$ cat config.mk
export PLATFORM = sky130hd
export DESIGN_NAME = pong_top
export DESIGN_NICKNAME = d
export VERILOG_FILES = /design/src/pong_pkg.sv /design/src/pong_top.sv /design/src/seg_display.sv /design/src/frame_render.sv /design/src/score_keeper.sv /design/src/ball_engine.sv /design/src/paddle_ctrl.sv /design/src/game_tick.sv
export SDC_FILE = /design/constraint.sdc
export NUM_CORES = 1
export LEC_CHECK = 0
export BUFFER_PORTS_ARGS = -buffer_cell sky130_fd_sc_hd__clkbuf_2
export CORE_ASPECT_RATIO = 1.75
export CORE_MARGIN = 4
export CORE_UTILIZATION = 45
export DETAILED_ROUTE_END_ITERATION = 12
export PLACE_DENSITY = 0.6
export SLEW_MARGIN = 30
export SYNTH_ARGS = -nofsm -noshare
export SYNTH_HDL_FRONTEND = slang
export SYNTH_SLANG_ARGS = --single-unit
$ cat constraint.sdc
create_clock -name clk -period 21.2 [get_ports clk]
set_input_delay 2.12 -clock clk [delete_from_list [all_inputs] [get_ports clk]]
set_output_delay 2.12 -clock clk [all_outputs]
set_load 0.05 [all_outputs]
$ cat src/pong_pkg.sv
package pong_pkg;

	// ------------------------------------------------------------
	// types
	// ------------------------------------------------------------
	typedef logic [7:0] coord_x_t;
	typedef logic [6:0] coord_y_t;
	typedef logic signed [8:0] pos_t;   // headroom for overshoot past the edges

	typedef logic [11:0] score_t;
	typedef logic [3:0] lives_t;
	typedef logic [3:0] level_t;
	typedef logic [6:0] seg_t;          // active low, bit 0 is segment a

	typedef enum logic {DIR_LEFT, DIR_RIGHT} dir_x_t;
	typedef enum logic {DIR_UP, DIR_DOWN} dir_y_t;
	typedef enum logic [2:0] {COL_BLACK = 3'b000, COL_WHITE = 3'b111} colour_t;

	// ------------------------------------------------------------
	// screen and play field geometry
	// ------------------------------------------------------------
	localparam int SCREEN_W = 160;
	localparam int SCREEN_H = 120;

	localparam pos_t BALL_START_X = 9'sd80;
	localparam pos_t BALL_START_Y = 9'sd60;

	localparam pos_t PADDLE_LEN = 9'sd25;
	localparam pos_t PADDLE_STEP = 9'sd4;
	localparam pos_t VPADDLE_MIN = 9'sd5;    // left / right
	localparam pos_t VPADDLE_MAX = 9'sd90;
	localparam pos_t VPADDLE_START = 9'sd47;
	localparam pos_t HPADDLE_MIN = 9'sd5;    // top / bottom
	localparam pos_t HPADDLE_MAX = 9'sd133;
	localparam pos_t HPADDLE_START = 9'sd67;

	localparam pos_t HIT_LEFT_X = 9'sd6;
	localparam pos_t HIT_RIGHT_X = 9'sd154;
	localparam pos_t HIT_TOP_Y = 9'sd6;
	localparam pos_t HIT_BOTTOM_Y = 9'sd114;
	localparam pos_t LOST_LEFT_X = 9'sd1;
	localparam pos_t LOST_RIGHT_X = 9'sd158;
	localparam pos_t LOST_TOP_Y = 9'sd1;
	localparam pos_t LOST_BOTTOM_Y = 9'sd119;
	localparam pos_t BOUNCE_KICK = 9'sd2;

	// paddle drawing strips
	localparam coord_x_t DRAW_LEFT_X_MAX = 8'd5;
	localparam coord_x_t DRAW_RIGHT_X_MIN = 8'd155;
	localparam coord_x_t DRAW_RIGHT_X_MAX = 8'd159;
	localparam coord_y_t DRAW_TOP_Y_MAX = 7'd5;
	localparam coord_y_t DRAW_BOTTOM_Y_MIN = 7'd113;
	localparam coord_y_t DRAW_BOTTOM_Y_MAX = 7'd118;

	// ------------------------------------------------------------
	// scoring and pacing
	// ------------------------------------------------------------
	localparam score_t POINTS_PER_HIT = 12'd10;
	localparam lives_t LIVES_START = 4'd15;
	localparam score_t LEVEL2_SCORE = 12'd100;
	localparam int TICK_CYCLES = 64;         // sim rate, raise for a board build

endpackage
$ cat src/pong_top.sv
module pong_top (
	input  logic clk,
	input  logic resetn,
	input  logic sw_left,
	input  logic sw_right,
	input  logic sw_top,
	input  logic sw_bottom,
	output pong_pkg::coord_x_t pix_x,
	output pong_pkg::coord_y_t pix_y,
	output pong_pkg::colour_t pix_colour,
	output pong_pkg::seg_t hex0,
	output pong_pkg::seg_t hex1,
	output pong_pkg::seg_t hex2,
	output pong_pkg::seg_t hex3,
	output pong_pkg::seg_t hex4,
	output pong_pkg::seg_t hex5,
	output pong_pkg::seg_t hex6,
	output pong_pkg::seg_t hex7
);

	logic tick;
	pong_pkg::pos_t pad_left, pad_right, pad_top, pad_bottom;
	pong_pkg::pos_t ball0_x, ball0_y, ball1_x, ball1_y;
	logic hit0, hit1, lost0, lost1;
	pong_pkg::score_t score;
	pong_pkg::lives_t lives;
	pong_pkg::level_t level;
	logic level2, game_over;
	pong_pkg::seg_t [3:0] score_seg;
	pong_pkg::seg_t [1:0] lives_seg, level_seg;

	// ------------------------------------------------------------
	// game core
	// ------------------------------------------------------------
	game_tick u_tick (.clk(clk), .resetn(resetn), .tick(tick));

	paddle_ctrl u_paddles (.clk(clk), .resetn(resetn), .tick(tick),
		.sw_left(sw_left), .sw_right(sw_right), .sw_top(sw_top), .sw_bottom(sw_bottom),
		.pad_left(pad_left), .pad_right(pad_right), .pad_top(pad_top),
		.pad_bottom(pad_bottom));

	ball_engine ball0 (.clk(clk), .resetn(resetn), .tick(tick), .active(1'b1),
		.pad_left(pad_left), .pad_right(pad_right), .pad_top(pad_top),
		.pad_bottom(pad_bottom), .ball_x(ball0_x), .ball_y(ball0_y),
		.hit(hit0), .lost(lost0));

	ball_engine ball1 (.clk(clk), .resetn(resetn), .tick(tick), .active(level2), // joins at level 2
		.pad_left(pad_left), .pad_right(pad_right), .pad_top(pad_top),
		.pad_bottom(pad_bottom), .ball_x(ball1_x), .ball_y(ball1_y),
		.hit(hit1), .lost(lost1));

	score_keeper u_score (.clk(clk), .resetn(resetn), .hit0(hit0), .hit1(hit1),
		.lost0(lost0), .lost1(lost1), .score(score), .lives(lives), .level(level),
		.level2(level2), .game_over(game_over));

	frame_render u_render (.clk(clk), .resetn(resetn), .level2(level2),
		.game_over(game_over), .ball0_x(ball0_x), .ball0_y(ball0_y),
		.ball1_x(ball1_x), .ball1_y(ball1_y), .pad_left(pad_left),
		.pad_right(pad_right), .pad_top(pad_top), .pad_bottom(pad_bottom),
		.pix_x(pix_x), .pix_y(pix_y), .pix_colour(pix_colour));

	// displays
	seg_display #(.DIGITS(4)) u_score_seg (.value(score), .seg(score_seg));
	seg_display #(.DIGITS(2)) u_lives_seg (.value({8'd0, lives}), .seg(lives_seg));
	seg_display #(.DIGITS(2)) u_level_seg (.value({8'd0, level}), .seg(level_seg));

	assign hex0 = score_seg[0];
	assign hex1 = score_seg[1];
	assign hex2 = score_seg[2];
	assign hex3 = score_seg[3];
	assign hex4 = lives_seg[0];
	assign hex5 = lives_seg[1];
	assign hex6 = level_seg[0];
	assign hex7 = level_seg[1];

endmodule

$ cat src/seg_display.sv
module seg_display #(
	parameter int DIGITS = 4
) (
	input  pong_pkg::score_t value,
	output pong_pkg::seg_t [DIGITS-1:0] seg
);

	logic [4*DIGITS-1:0] bcd;

	function automatic pong_pkg::seg_t digit_to_seg(input logic [3:0] d);
		case (d)
			4'd0: return 7'b1000000;
			4'd1: return 7'b1111001;
			4'd2: return 7'b0100100;
			4'd3: return 7'b0110000;
			4'd4: return 7'b0011001;
			4'd5: return 7'b0010010;
			4'd6: return 7'b0000010;
			4'd7: return 7'b1111000;
			4'd8: return 7'b0000000;
			4'd9: return 7'b0011000;
			default: return 7'b1111111; // blank
		endcase
	endfunction

	// shift-add-3, msb of value first
	always_comb
	begin
		bcd = '0;
		for (int i = $bits(value) - 1; i >= 0; i--)
		begin
			for (int d = 0; d < DIGITS; d++)
				if (bcd[4*d +: 4] >= 4'd5)
					bcd[4*d +: 4] = bcd[4*d +: 4] + 4'd3;
			bcd = {bcd[4*DIGITS-2:0], value[i]}; // upper digits drop off for short displays
		end
	end

	always_comb
	begin
		for (int d = 0; d < DIGITS; d++)
			seg[d] = digit_to_seg(bcd[4*d +: 4]); // seg[0] is the ones digit
	end

endmodule

$ cat src/frame_render.sv
module frame_render (
	input  logic clk,
	input  logic resetn,
	input  logic level2,
	input  logic game_over,
	input  pong_pkg::pos_t ball0_x,
	input  pong_pkg::pos_t ball0_y,
	input  pong_pkg::pos_t ball1_x,
	input  pong_pkg::pos_t ball1_y,
	input  pong_pkg::pos_t pad_left,
	input  pong_pkg::pos_t pad_right,
	input  pong_pkg::pos_t pad_top,
	input  pong_pkg::pos_t pad_bottom,
	output pong_pkg::coord_x_t pix_x,
	output pong_pkg::coord_y_t pix_y,
	output pong_pkg::colour_t pix_colour
);

	pong_pkg::pos_t px, py;

	// ------------------------------------------------------------
	// scan, y fastest then x
	// ------------------------------------------------------------
	always_ff @(posedge clk)
	begin
		if (!resetn)
		begin
			pix_x <= '0;
			pix_y <= '0;
		end
		else if (pix_y == pong_pkg::coord_y_t'(pong_pkg::SCREEN_H - 1))
		begin
			pix_y <= '0;
			if (pix_x == pong_pkg::coord_x_t'(pong_pkg::SCREEN_W - 1))
				pix_x <= '0;
			else
				pix_x <= pix_x + 1'b1;
		end
		else
			pix_y <= pix_y + 1'b1;
	end

	// scan position in game space
	assign px = pong_pkg::pos_t'({1'b0, pix_x});
	assign py = pong_pkg::pos_t'({2'b00, pix_y});

	always_comb
	begin
		if (px == ball0_x && py == ball0_y)
			pix_colour = pong_pkg::COL_WHITE;
		else if (level2 && px == ball1_x && py == ball1_y)
			pix_colour = pong_pkg::COL_WHITE;
		else if (pad_left < py && py < pad_left + pong_pkg::PADDLE_LEN
			&& pix_x <= pong_pkg::DRAW_LEFT_X_MAX)
			pix_colour = pong_pkg::COL_WHITE;
		else if (pad_right < py && py < pad_right + pong_pkg::PADDLE_LEN
			&& pix_x >= pong_pkg::DRAW_RIGHT_X_MIN && pix_x <= pong_pkg::DRAW_RIGHT_X_MAX)
			pix_colour = pong_pkg::COL_WHITE;
		else if (pad_top < px && px < pad_top + pong_pkg::PADDLE_LEN
			&& pix_y <= pong_pkg::DRAW_TOP_Y_MAX)
			pix_colour = pong_pkg::COL_WHITE;
		else if (pad_bottom < px && px < pad_bottom + pong_pkg::PADDLE_LEN
			&& pix_y >= pong_pkg::DRAW_BOTTOM_Y_MIN && pix_y <= pong_pkg::DRAW_BOTTOM_Y_MAX)
			pix_colour = pong_pkg::COL_WHITE;
		else if (game_over)
			pix_colour = pong_pkg::COL_WHITE; // whole screen goes white
		else
			pix_colour = pong_pkg::COL_BLACK;
	end

endmodule

$ cat src/score_keeper.sv
module score_keeper (
	input  logic clk,
	input  logic resetn,
	input  logic hit0,
	input  logic hit1,
	input  logic lost0,
	input  logic lost1,
	output pong_pkg::score_t score,
	output pong_pkg::lives_t lives,
	output pong_pkg::level_t level,
	output logic level2,
	output logic game_over
);

	pong_pkg::score_t add;
	pong_pkg::lives_t lost_n;

	// both balls may report in the same cycle
	assign add = (hit0 ? pong_pkg::POINTS_PER_HIT : 12'd0)
		+ (hit1 ? pong_pkg::POINTS_PER_HIT : 12'd0);
	assign lost_n = {3'b000, lost0} + {3'b000, lost1};

	always_ff @(posedge clk)
	begin
		if (!resetn)
		begin
			score <= '0;
			lives <= pong_pkg::LIVES_START;
		end
		else
		begin
			if (lives != '0)
				score <= score + add; // frozen once the game is over
			lives <= (lives > lost_n) ? lives - lost_n : '0;
		end
	end

	// ------------------------------------------------------------
	// derived state
	// ------------------------------------------------------------
	assign level2 = (score >= pong_pkg::LEVEL2_SCORE);
	assign level = level2 ? 4'd2 : 4'd1;
	assign game_over = (lives == '0);

endmodule

$ cat src/ball_engine.sv
module ball_engine (
	input  logic clk,
	input  logic resetn,
	input  logic tick,
	input  logic active,
	input  pong_pkg::pos_t pad_left,
	input  pong_pkg::pos_t pad_right,
	input  pong_pkg::pos_t pad_top,
	input  pong_pkg::pos_t pad_bottom,
	output pong_pkg::pos_t ball_x,
	output pong_pkg::pos_t ball_y,
	output logic hit,
	output logic lost
);

	pong_pkg::dir_x_t dir_x, nxt_dir_x;
	pong_pkg::dir_y_t dir_y, nxt_dir_y;
	pong_pkg::pos_t nxt_x, nxt_y;
	logic hit_any, lost_any;

	// ------------------------------------------------------------
	// one game step: move, then bounce and loss tests
	// ------------------------------------------------------------
	always_comb
	begin
		nxt_dir_x = dir_x;
		nxt_dir_y = dir_y;
		hit_any = 1'b0;
		lost_any = 1'b0;
		nxt_x = (dir_x == pong_pkg::DIR_RIGHT) ? ball_x + 9'sd1 : ball_x - 9'sd1;
		nxt_y = (dir_y == pong_pkg::DIR_DOWN) ? ball_y + 9'sd1 : ball_y - 9'sd1;

		if (nxt_x == pong_pkg::HIT_LEFT_X && nxt_y >= pad_left
			&& nxt_y <= pad_left + pong_pkg::PADDLE_LEN)
		begin
			nxt_dir_x = pong_pkg::DIR_RIGHT;
			nxt_x = nxt_x + pong_pkg::BOUNCE_KICK;
			hit_any = 1'b1;
		end
		else if (nxt_x <= pong_pkg::LOST_LEFT_X)
			lost_any = 1'b1;

		if (nxt_x == pong_pkg::HIT_RIGHT_X && nxt_y >= pad_right
			&& nxt_y <= pad_right + pong_pkg::PADDLE_LEN)
		begin
			nxt_dir_x = pong_pkg::DIR_LEFT;
			nxt_x = nxt_x - pong_pkg::BOUNCE_KICK;
			hit_any = 1'b1;
		end
		else if (nxt_x >= pong_pkg::LOST_RIGHT_X)
			lost_any = 1'b1;

		// vertical axis sees the x after any kick above
		if (nxt_y == pong_pkg::HIT_TOP_Y && nxt_x >= pad_top
			&& nxt_x <= pad_top + pong_pkg::PADDLE_LEN)
		begin
			nxt_dir_y = pong_pkg::DIR_DOWN;
			nxt_y = nxt_y + pong_pkg::BOUNCE_KICK;
			hit_any = 1'b1;
		end
		else if (nxt_y <= pong_pkg::LOST_TOP_Y)
			lost_any = 1'b1;

		if (nxt_y == pong_pkg::HIT_BOTTOM_Y && nxt_x >= pad_bottom
			&& nxt_x <= pad_bottom + pong_pkg::PADDLE_LEN)
		begin
			nxt_dir_y = pong_pkg::DIR_UP;
			nxt_y = nxt_y - pong_pkg::BOUNCE_KICK;
			hit_any = 1'b1;
		end
		else if (nxt_y >= pong_pkg::LOST_BOTTOM_Y)
			lost_any = 1'b1;
	end

	always_ff @(posedge clk)
	begin
		if (!resetn)
		begin
			ball_x <= pong_pkg::BALL_START_X;
			ball_y <= pong_pkg::BALL_START_Y;
			dir_x <= pong_pkg::DIR_RIGHT;
			dir_y <= pong_pkg::DIR_UP;
			hit <= 1'b0;
			lost <= 1'b0;
		end
		else
		begin
			hit <= 1'b0; // pulses last one cycle
			lost <= 1'b0;
			if (tick && active)
			begin
				dir_x <= nxt_dir_x;
				dir_y <= nxt_dir_y;
				hit <= hit_any;
				lost <= lost_any;
				ball_x <= lost_any ? pong_pkg::BALL_START_X : nxt_x; // respawn at centre
				ball_y <= lost_any ? pong_pkg::BALL_START_Y : nxt_y;
			end
		end
	end

endmodule

$ cat src/paddle_ctrl.sv
module paddle_ctrl (
	input  logic clk,
	input  logic resetn,
	input  logic tick,
	input  logic sw_left,
	input  logic sw_right,
	input  logic sw_top,
	input  logic sw_bottom,
	output pong_pkg::pos_t pad_left,
	output pong_pkg::pos_t pad_right,
	output pong_pkg::pos_t pad_top,
	output pong_pkg::pos_t pad_bottom
);

	// one step of a paddle; dec picks the decreasing direction
	function automatic pong_pkg::pos_t paddle_step(
		input pong_pkg::pos_t pos,
		input logic dec,
		input pong_pkg::pos_t lo,
		input pong_pkg::pos_t hi
	);
		if (dec && pos >= lo)
			return pos - pong_pkg::PADDLE_STEP;
		else if (!dec && pos <= hi)
			return pos + pong_pkg::PADDLE_STEP;
		else
			return pos; // held at the limit
	endfunction

	always_ff @(posedge clk)
	begin
		if (!resetn)
		begin
			pad_left <= pong_pkg::VPADDLE_START;
			pad_right <= pong_pkg::VPADDLE_START;
			pad_top <= pong_pkg::HPADDLE_START;
			pad_bottom <= pong_pkg::HPADDLE_START;
		end
		else if (tick)
		begin
			// side paddles: switch up moves toward the top of the screen
			pad_left <= paddle_step(pad_left, sw_left,
				pong_pkg::VPADDLE_MIN, pong_pkg::VPADDLE_MAX);
			pad_right <= paddle_step(pad_right, sw_right,
				pong_pkg::VPADDLE_MIN, pong_pkg::VPADDLE_MAX);
			// top and bottom run the other way round
			pad_top <= paddle_step(pad_top, !sw_top,
				pong_pkg::HPADDLE_MIN, pong_pkg::HPADDLE_MAX);
			pad_bottom <= paddle_step(pad_bottom, !sw_bottom,
				pong_pkg::HPADDLE_MIN, pong_pkg::HPADDLE_MAX);
		end
	end

endmodule

$ cat src/game_tick.sv
module game_tick (
	input  logic clk,
	input  logic resetn,
	output logic tick
);

	typedef logic [$clog2(pong_pkg::TICK_CYCLES)-1:0] cnt_t;

	cnt_t cnt;

	always_ff @(posedge clk)
	begin
		if (!resetn)
		begin
			cnt <= cnt_t'(pong_pkg::TICK_CYCLES - 1);
			tick <= 1'b0;
		end
		else if (cnt == '0)
		begin
			cnt <= cnt_t'(pong_pkg::TICK_CYCLES - 1); // reload
			tick <= 1'b1;
		end
		else
		begin
			cnt <= cnt - 1'b1;
			tick <= 1'b0;
		end
	end

endmodule

Word level (Yosys, flattened, before mapping)
Memories as Yosys holds them, arrays and structs flattened.
Index checks and enable logic that the tools add are counted.
{ "op_classes": {"add_sub_neg": 63, "magnitude_cmp": 76, "n_eq_ne": 14, "n_mux": 97, "bitwise_logic": 1, "n_reduce_logical": 65} }
{ "op_table": {"columns": ["cell", "count"], "rows": [
  ["2-to-1 mux 9 bit", 24],
  ["2-to-1 mux 4 bit", 27],
  ["greater-or-equal comparator 4 x 3 -> 1 bit, second input constant", 21],
  ["adder 4 x 2 -> 4 bit, second input constant", 19],
  ["greater-or-equal comparator 9 bit", 8],
  ["<= comparator 9 bit", 8],
  ["logical AND 1 bit", 38],
  ["adder 9 x 2 -> 9 bit, second input constant", 4],
  ["adder 9 x 3 -> 9 bit, second input constant", 4],
  ["adder 9 x 4 -> 9 bit, second input constant", 4],
  ["adder 9 x 6 -> 9 bit, second input constant", 4],
  ["equality test 9 x 4 -> 1 bit, second input constant", 4],
  ["greater-or-equal comparator 9 x 4 -> 1 bit, second input constant", 4],
  ["<= comparator 9 x 2 -> 1 bit, second input constant", 4],
  ["< comparator 9 bit", 4],
  ["subtractor 9 x 2 -> 9 bit, second input constant", 4],
  ["subtractor 9 x 3 -> 9 bit, second input constant", 4],
  ["subtractor 9 x 4 -> 9 bit, second input constant", 4],
  ["2-to-1 mux 1 bit", 33],
  ["2-to-1 mux 3 bit", 11],
  ["adder 12 bit", 2],
  ["AND reduction 2 bit", 10],
  ["equality test 8 x 9 -> 1 bit", 2],
  ["equality test 9 x 8 -> 1 bit, second input constant", 2],
  ["39 further kinds", 67]
]} }
{ "totals": {"ff_bits": 118, "romBits": 896, "out_inout_bits": 74, "wordCells": 346, "memories": 8} }
{ "mem_list": {"columns": ["name", "words", "word_bits", "read_ports", "rd_ports_with_merged_regs", "write_ports", "line_no", "rtl"], "rows": [
  ["(name not given)", 16, 7, 1, 0, 0, "seg_display.sv:11", "case (d)"],
  ["(name not given)", 16, 7, 1, 0, 0, "seg_display.sv:11", null],
  ["(name not given)", 16, 7, 1, 0, 0, "seg_display.sv:11", null],
  ["(name not given)", 16, 7, 1, 0, 0, "seg_display.sv:11", null],
  ["(name not given)", 16, 7, 1, 0, 0, "seg_display.sv:11", null],
  ["(name not given)", 16, 7, 1, 0, 0, "seg_display.sv:11", null],
  ["+2 memories", null, null, null, null, null, null, null]
]} }

Depth between registers and ports, before layout
{ "logic_depth": {"ltp_word": 19, "depth_mapped": 42} }

Cells and area by module
Synthesis repeated with hierarchy kept, for this count alone.
{ "hier_totals": {"cells_unflattened": 3121, "hier_area_um2": 23413.7} }
{ "modules_own_cells": {"columns": ["mod", "instances", "cells_per_inst", "area_each_um2"], "rows": [
  ["ball_engine", 2, 544, 4339.2],
  ["seg_display at u_score_seg", 1, 504, 3389.5],
  ["frame_render", 1, 349, 2813.9],
  ["seg_display at u_lives_seg", 1, 408, 2720.1],
  ["seg_display at u_level_seg", 1, 400, 2630.0],
  ["paddle_ctrl", 1, 243, 1994.4],
  ["score_keeper", 1, 97, 897.1],
  ["game_tick", 1, 30, 282.8],
  ["pong_top", 1, 2, 7.5]
]} }

Worst setup path before layout
OpenSTA, ideal clock, no wires.
{ "synth_path": {"path_kind": "flip-flop to output port", "startpoint": "reg u_score.score[10]", "endpoint": "out hex2[3]", "arrival_ns": 8.450, "slack_ns": 10.630, "stages_incl_launch_ff": 42, "n_path_buf": 2, "path_cell_list": "dfxtp_1 > buf_6 > inv_1 > ha_1 > or2_1 > a21oi_2 > ha_1 > nand2b_1 > o211a_1 > o221ai_2 > ha_1 > nand2b_1 > a31oi_2 > mux2_4 > or3_4 > and2_1 > buf_6 > ha_1 > [... 6 more ...] > a211oi_1 > o31a_2 > a21oi_2 > xor2_2 > ha_1 > nand2_1 > mux2_2 > mux2i_1 > a211oi_2 > o21ai_1 > inv_1 > ha_1 > o21ai_0 > a21oi_4 > ha_1 > inv_1 > nor3_1 > a21oi_1"} }
{ "synth_between": {"elab_chain_cells": 19, "word_cells_on_any_way": 52} }
{ "synth_rtl": {"columns": ["element", "line_no", "rtl"], "rows": [
  ["start: declaration", "score_keeper.sv:8", "output pong_pkg::score_t score,"],
  ["start signal: assignment", "score_keeper.sv:33", "score <= score + add;"],
  ["adder 3 x 2 -> 4 bit / greater-or-equal comparator 3 bit (equally long branches)", "seg_display.sv:34, seg_display.sv:33", null],
  ["2-to-1 mux 4 bit *", "seg_display.sv:33", "if (bcd[4*d +: 4] >= 4'd5)"],
  ["adder 4 x 2 -> 4 bit / greater-or-equal comparator 4 x 3 -> 1 bit (equally long branches)", "seg_display.sv:34, seg_display.sv:33", null],
  ["2-to-1 mux 4 bit", "seg_display.sv:33", null],
  ["greater-or-equal comparator 4 x 3 -> 1 bit / adder 4 x 2 -> 4 bit (equally long branches)", "seg_display.sv:33, seg_display.sv:34", null],
  ["2-to-1 mux 4 bit", "seg_display.sv:33", null],
  ["adder 4 x 2 -> 4 bit (tied with other cells)", "seg_display.sv:34", "bcd[4*d +: 4] = bcd[4*d +: 4] + 4'd3;"],
  ["2-to-1 mux 4 bit", "seg_display.sv:33", null],
  ["[... 3 more ...]", null, null],
  ["2-to-1 mux 4 bit", "seg_display.sv:33", null],
  ["adder 4 x 2 -> 4 bit (tied with other cells)", "seg_display.sv:34", null],
  ["2-to-1 mux 4 bit", "seg_display.sv:33", null],
  ["adder 4 x 2 -> 4 bit / greater-or-equal comparator 4 x 3 -> 1 bit (equally long branches)", "seg_display.sv:34, seg_display.sv:33", null],
  ["2-to-1 mux 4 bit", "seg_display.sv:33", null],
  ["adder 4 x 2 -> 4 bit / greater-or-equal comparator 4 x 3 -> 1 bit (equally long branches)", "seg_display.sv:34, seg_display.sv:33", null],
  ["2-to-1 mux 4 bit", "seg_display.sv:33", null],
  ["memory read (16 x 7 bit) *", null, null],
  ["end: declaration", "pong_top.sv:13", "output pong_pkg::seg_t hex2,"]
]} }
Every way passes the cells marked *; elsewhere a longest branch is shown, timed or not.

Final worst setup path
Ends and elaborated chain as after synthesis.

==> flow_summary.yaml <==
clock_tree:
  clk_pin_slew_ns: 0.08
  clock-root-buffer: "clkbuf_16"
  post-cts-setup-buffer-count: 0
  cts_tree: "yes"
  htreeDepth: 3
  clockBufferDepth: 2
  post_cts_resized: 0
  cts_buffers: 9
  clock_sinks: 109
  holdBufCountCts: 0
  clk_latency_ns: 0.40
timing:
  maxSlewHeadroom_pct: 31.8
  worst_slew_pin_slew_ns: 1.02
  rsz0062_at_grt: "no"
  min_period_ns: 11.66
  maxSlewViolCount: 0
  skew_ns: 0.0132
  final_hold_viol_count: 0
  finalSetupTns_ns: 0
  min_period_over_period_pct: 55.0
  fmax_mhz: 85.8
  finalSetupViolCount: 0
layout:
  final_common_cell: "ha_1"
  layout.nets: 2224
  diodes: 0
  drive_gt1_share_pct: 8.01
  syn_to_final_growth_pct: 5.53
  layout_common_cells: "ha_1, nand2_1, inv_1, nor2_1, a21oi_1"
flow_run:
  cap_violations: 0
routing:
  postRouteWirelength_mm: 44.5
  drtIter0Drc: 526
  wl_per_cell_um: 18.8
  ant_nets: 0
  drc: 0
  dr.pass1.iters: 5
  viasPerCell: 5.96
  vias: 14079
critical_path:
  critPathArrivalTime_ns: 9.54
  endpoint_kind: "output pin"
  r2r_end: "ball0.ball_y[3]"
  worstSetupStartpointType: "flip-flop"
  cp_num_buf_inv: 5
  r2r_start: "ball0.ball_y[0]"
  max_stage_delay_ns: 0.64
  crit_family: "compound AO/OA/AOI/OAI gates"
  path_class: "reg -> out"
  slowest_stage: "dfxtp_1"
  r2r_slack_ns: 11.39
  ff2ff_path_depth: 37
  cp_common_cell: "ha_1"
  worst-path-max-fanout: 13
  required_ns: 19.08
hold_path:
  min_to: "u_tick.cnt[0]"
  hold_depth: 1
  min_from: "u_tick.cnt[0]"
  hp-class: "reg -> reg"
global_route:
  overflow: 0
  top_usage_layer: "met2"
  grt_use_total_pct: 24.0
  grt_pass1_wl_mm: 71.3
  gr-usage-met3_pct: 2.86
  grt_antenna_before_repair: 0
  use_met2_pct: 47.2
  grt_pass1_vias: 13912
  grt_max_degree: 69
  met1_usage_pct: 24.0
yosys:
  syn_area_per_cell_um2: 7.71
  yosysSeqAreaShare_pct: 14.6
  synth_ff_type: "dfxtp_1"
  synth.top_cells.by_area: "ha_1, dfxtp_1, xnor2_1"
  synth_top_area_cell: "ha_1"
  yosys_warnings: 0
  synthesis.area_um2: 15000
  async_flop_share_pct: 0
  synth_edf_count: 0
  synth-seq-cells: 109
  synth_cells: 1941
  synth_top_area_share_pct: 21.5
  yosysUniqueCellTypes: 109
pwr:
  ir_drop_mv: 0.0340
  p_leak_uw: 0.00696
  p_total_uw: 406
  powerDensity_nw_per_um2: 25.7
placement:
  place_congestion: 0.914
  io_buffers: 67
  dp_hpwl_mm: 35.8
run_status:
  status: "complete, no violations"
die:
  num_rows: 88
  start_util_pct: 45.4
  ios: 80
  die_h_um: 249
  die_w_um: 146
  coreArea_um2: 32900
  dieArea_um2: 36300
cell type report:
class                   instances  area (um^2)
fillers                      3347        17100
multi-input cells            1614        11900
flip-flops and latches        109         2180
inverters                     145          544
well taps                     405          507
repair buffers                 75          395
clock buffers                   9          225
clock inverters                 7         62.6
worst reg2reg max path: cells and delay by family, from the launching register on:
| kind | cells | cell delay [ns] |
|---|---|---|
| AOI/OAI and AO/OA | 18 | 4.26 |
| xor gates and xnor gates | 3 | 1.18 |
| adders and majority gates | 5 | 1.62 |
| buffers and inverters | 4 | 0.58 |
| DFF | 1 | 0.55 |
| and+or+nand+nor | 7 | 1.48 |
per-layer routing:
metal | vias up | share of wire, %
li1 | 6994 | -
met1 | 6683 | 37
met2 | 282 | 54
met3 | 120 | 2.5
met4 | 0 | 5.7
met5 | - | 0
how the worst max path moves through the flow:
stage,end,slack [ns],startpoint,cells past startpoint
floorplan,hex2[3],10.63,u_score.score[10],41
global placement,hex2[3],10.36,u_score.score[10],40
detailed placement,hex2[3],10.00,u_score.score[10],40
CTS,hex2[3],9.56,u_score.score[10],40
global route,hex2[3],8.75,u_score.score[10],40
finish,hex2[3],9.54,u_score.score[10],40
flip-flops by register name, summed over array words and instances (netlist names):
signal                cells
ball0.dir_y               1
u_score.score            11
ball1.dir_y               1
ball0.hit                 1
u_paddles.pad_top         7
u_render.pix_y            7
u_tick.cnt                6
ball1.lost                1
u_paddles.pad_right       7
ball1.ball_y              9
ball0.ball_x              9
u_tick.tick               1
ball0.dir_x               1
ball1.dir_x               1
ball0.ball_y              9
u_paddles.pad_left        7
u_paddles.pad_bottom      7
ball0.lost                1
u_render.pix_x            8
u_score.lives             4
ball1.ball_x              9
ball1.hit                 1
report_power, final:
part           internal [uW]  switching [uW]  total (uW)
logic                   4.40            14.6        19.0
clock network           82.9            96.5         179
registers                205            1.92         207
total                    293             113         406
Yosys cell counts (21+ instances only):
cell	n
and2_1	42
clkbuf_1	53
nand2_1	152
buf_4	21
dfxtp_1	109
nor2_1	137
a21o_1	54
nand4_1	35
o21a_1	21
or3_1	21
o21ai_0	119
nand3_1	58
xnor2_1	107
nor2b_1	38
inv_1	140
nor3_1	54
ha_1	257
nand2b_1	35
a21oi_1	122
stage by stage:
stage	hold WS (ns)	instances	setup WS [ns]	cell area, um^2	util [%]
after global placement	0.378	2348	10.36	15500	47.0
after CTS	0.406	2364	9.56	15800	47.9
final	0.402	2364	9.54	15800	48.0
after global routing	0.428	2364	8.75	15800	48.0
after floorplan	0.371	1951	10.63	15000	-
after detailed placement	0.387	2348	10.00	15500	47.0
kinds of logic (layout without fill, tap and decap cells):
group | Yosys count | count (layout) | share of synthesized area (%)
and+or+nand+nor | 645 | 645 | 21.9
AOI/OAI and AO/OA | 529 | 529 | 24.1
adders and majority gates | 266 | 266 | 22.6
buffers and inverters | 228 | 236 | 6.45
xor gates and xnor gates | 130 | 130 | 7.94
DFF | 109 | 109 | 14.6
muxes | 32 | 32 | 2.43
other | 2 | 12 | 0.0502
Power figures use the tool's default switching activity.
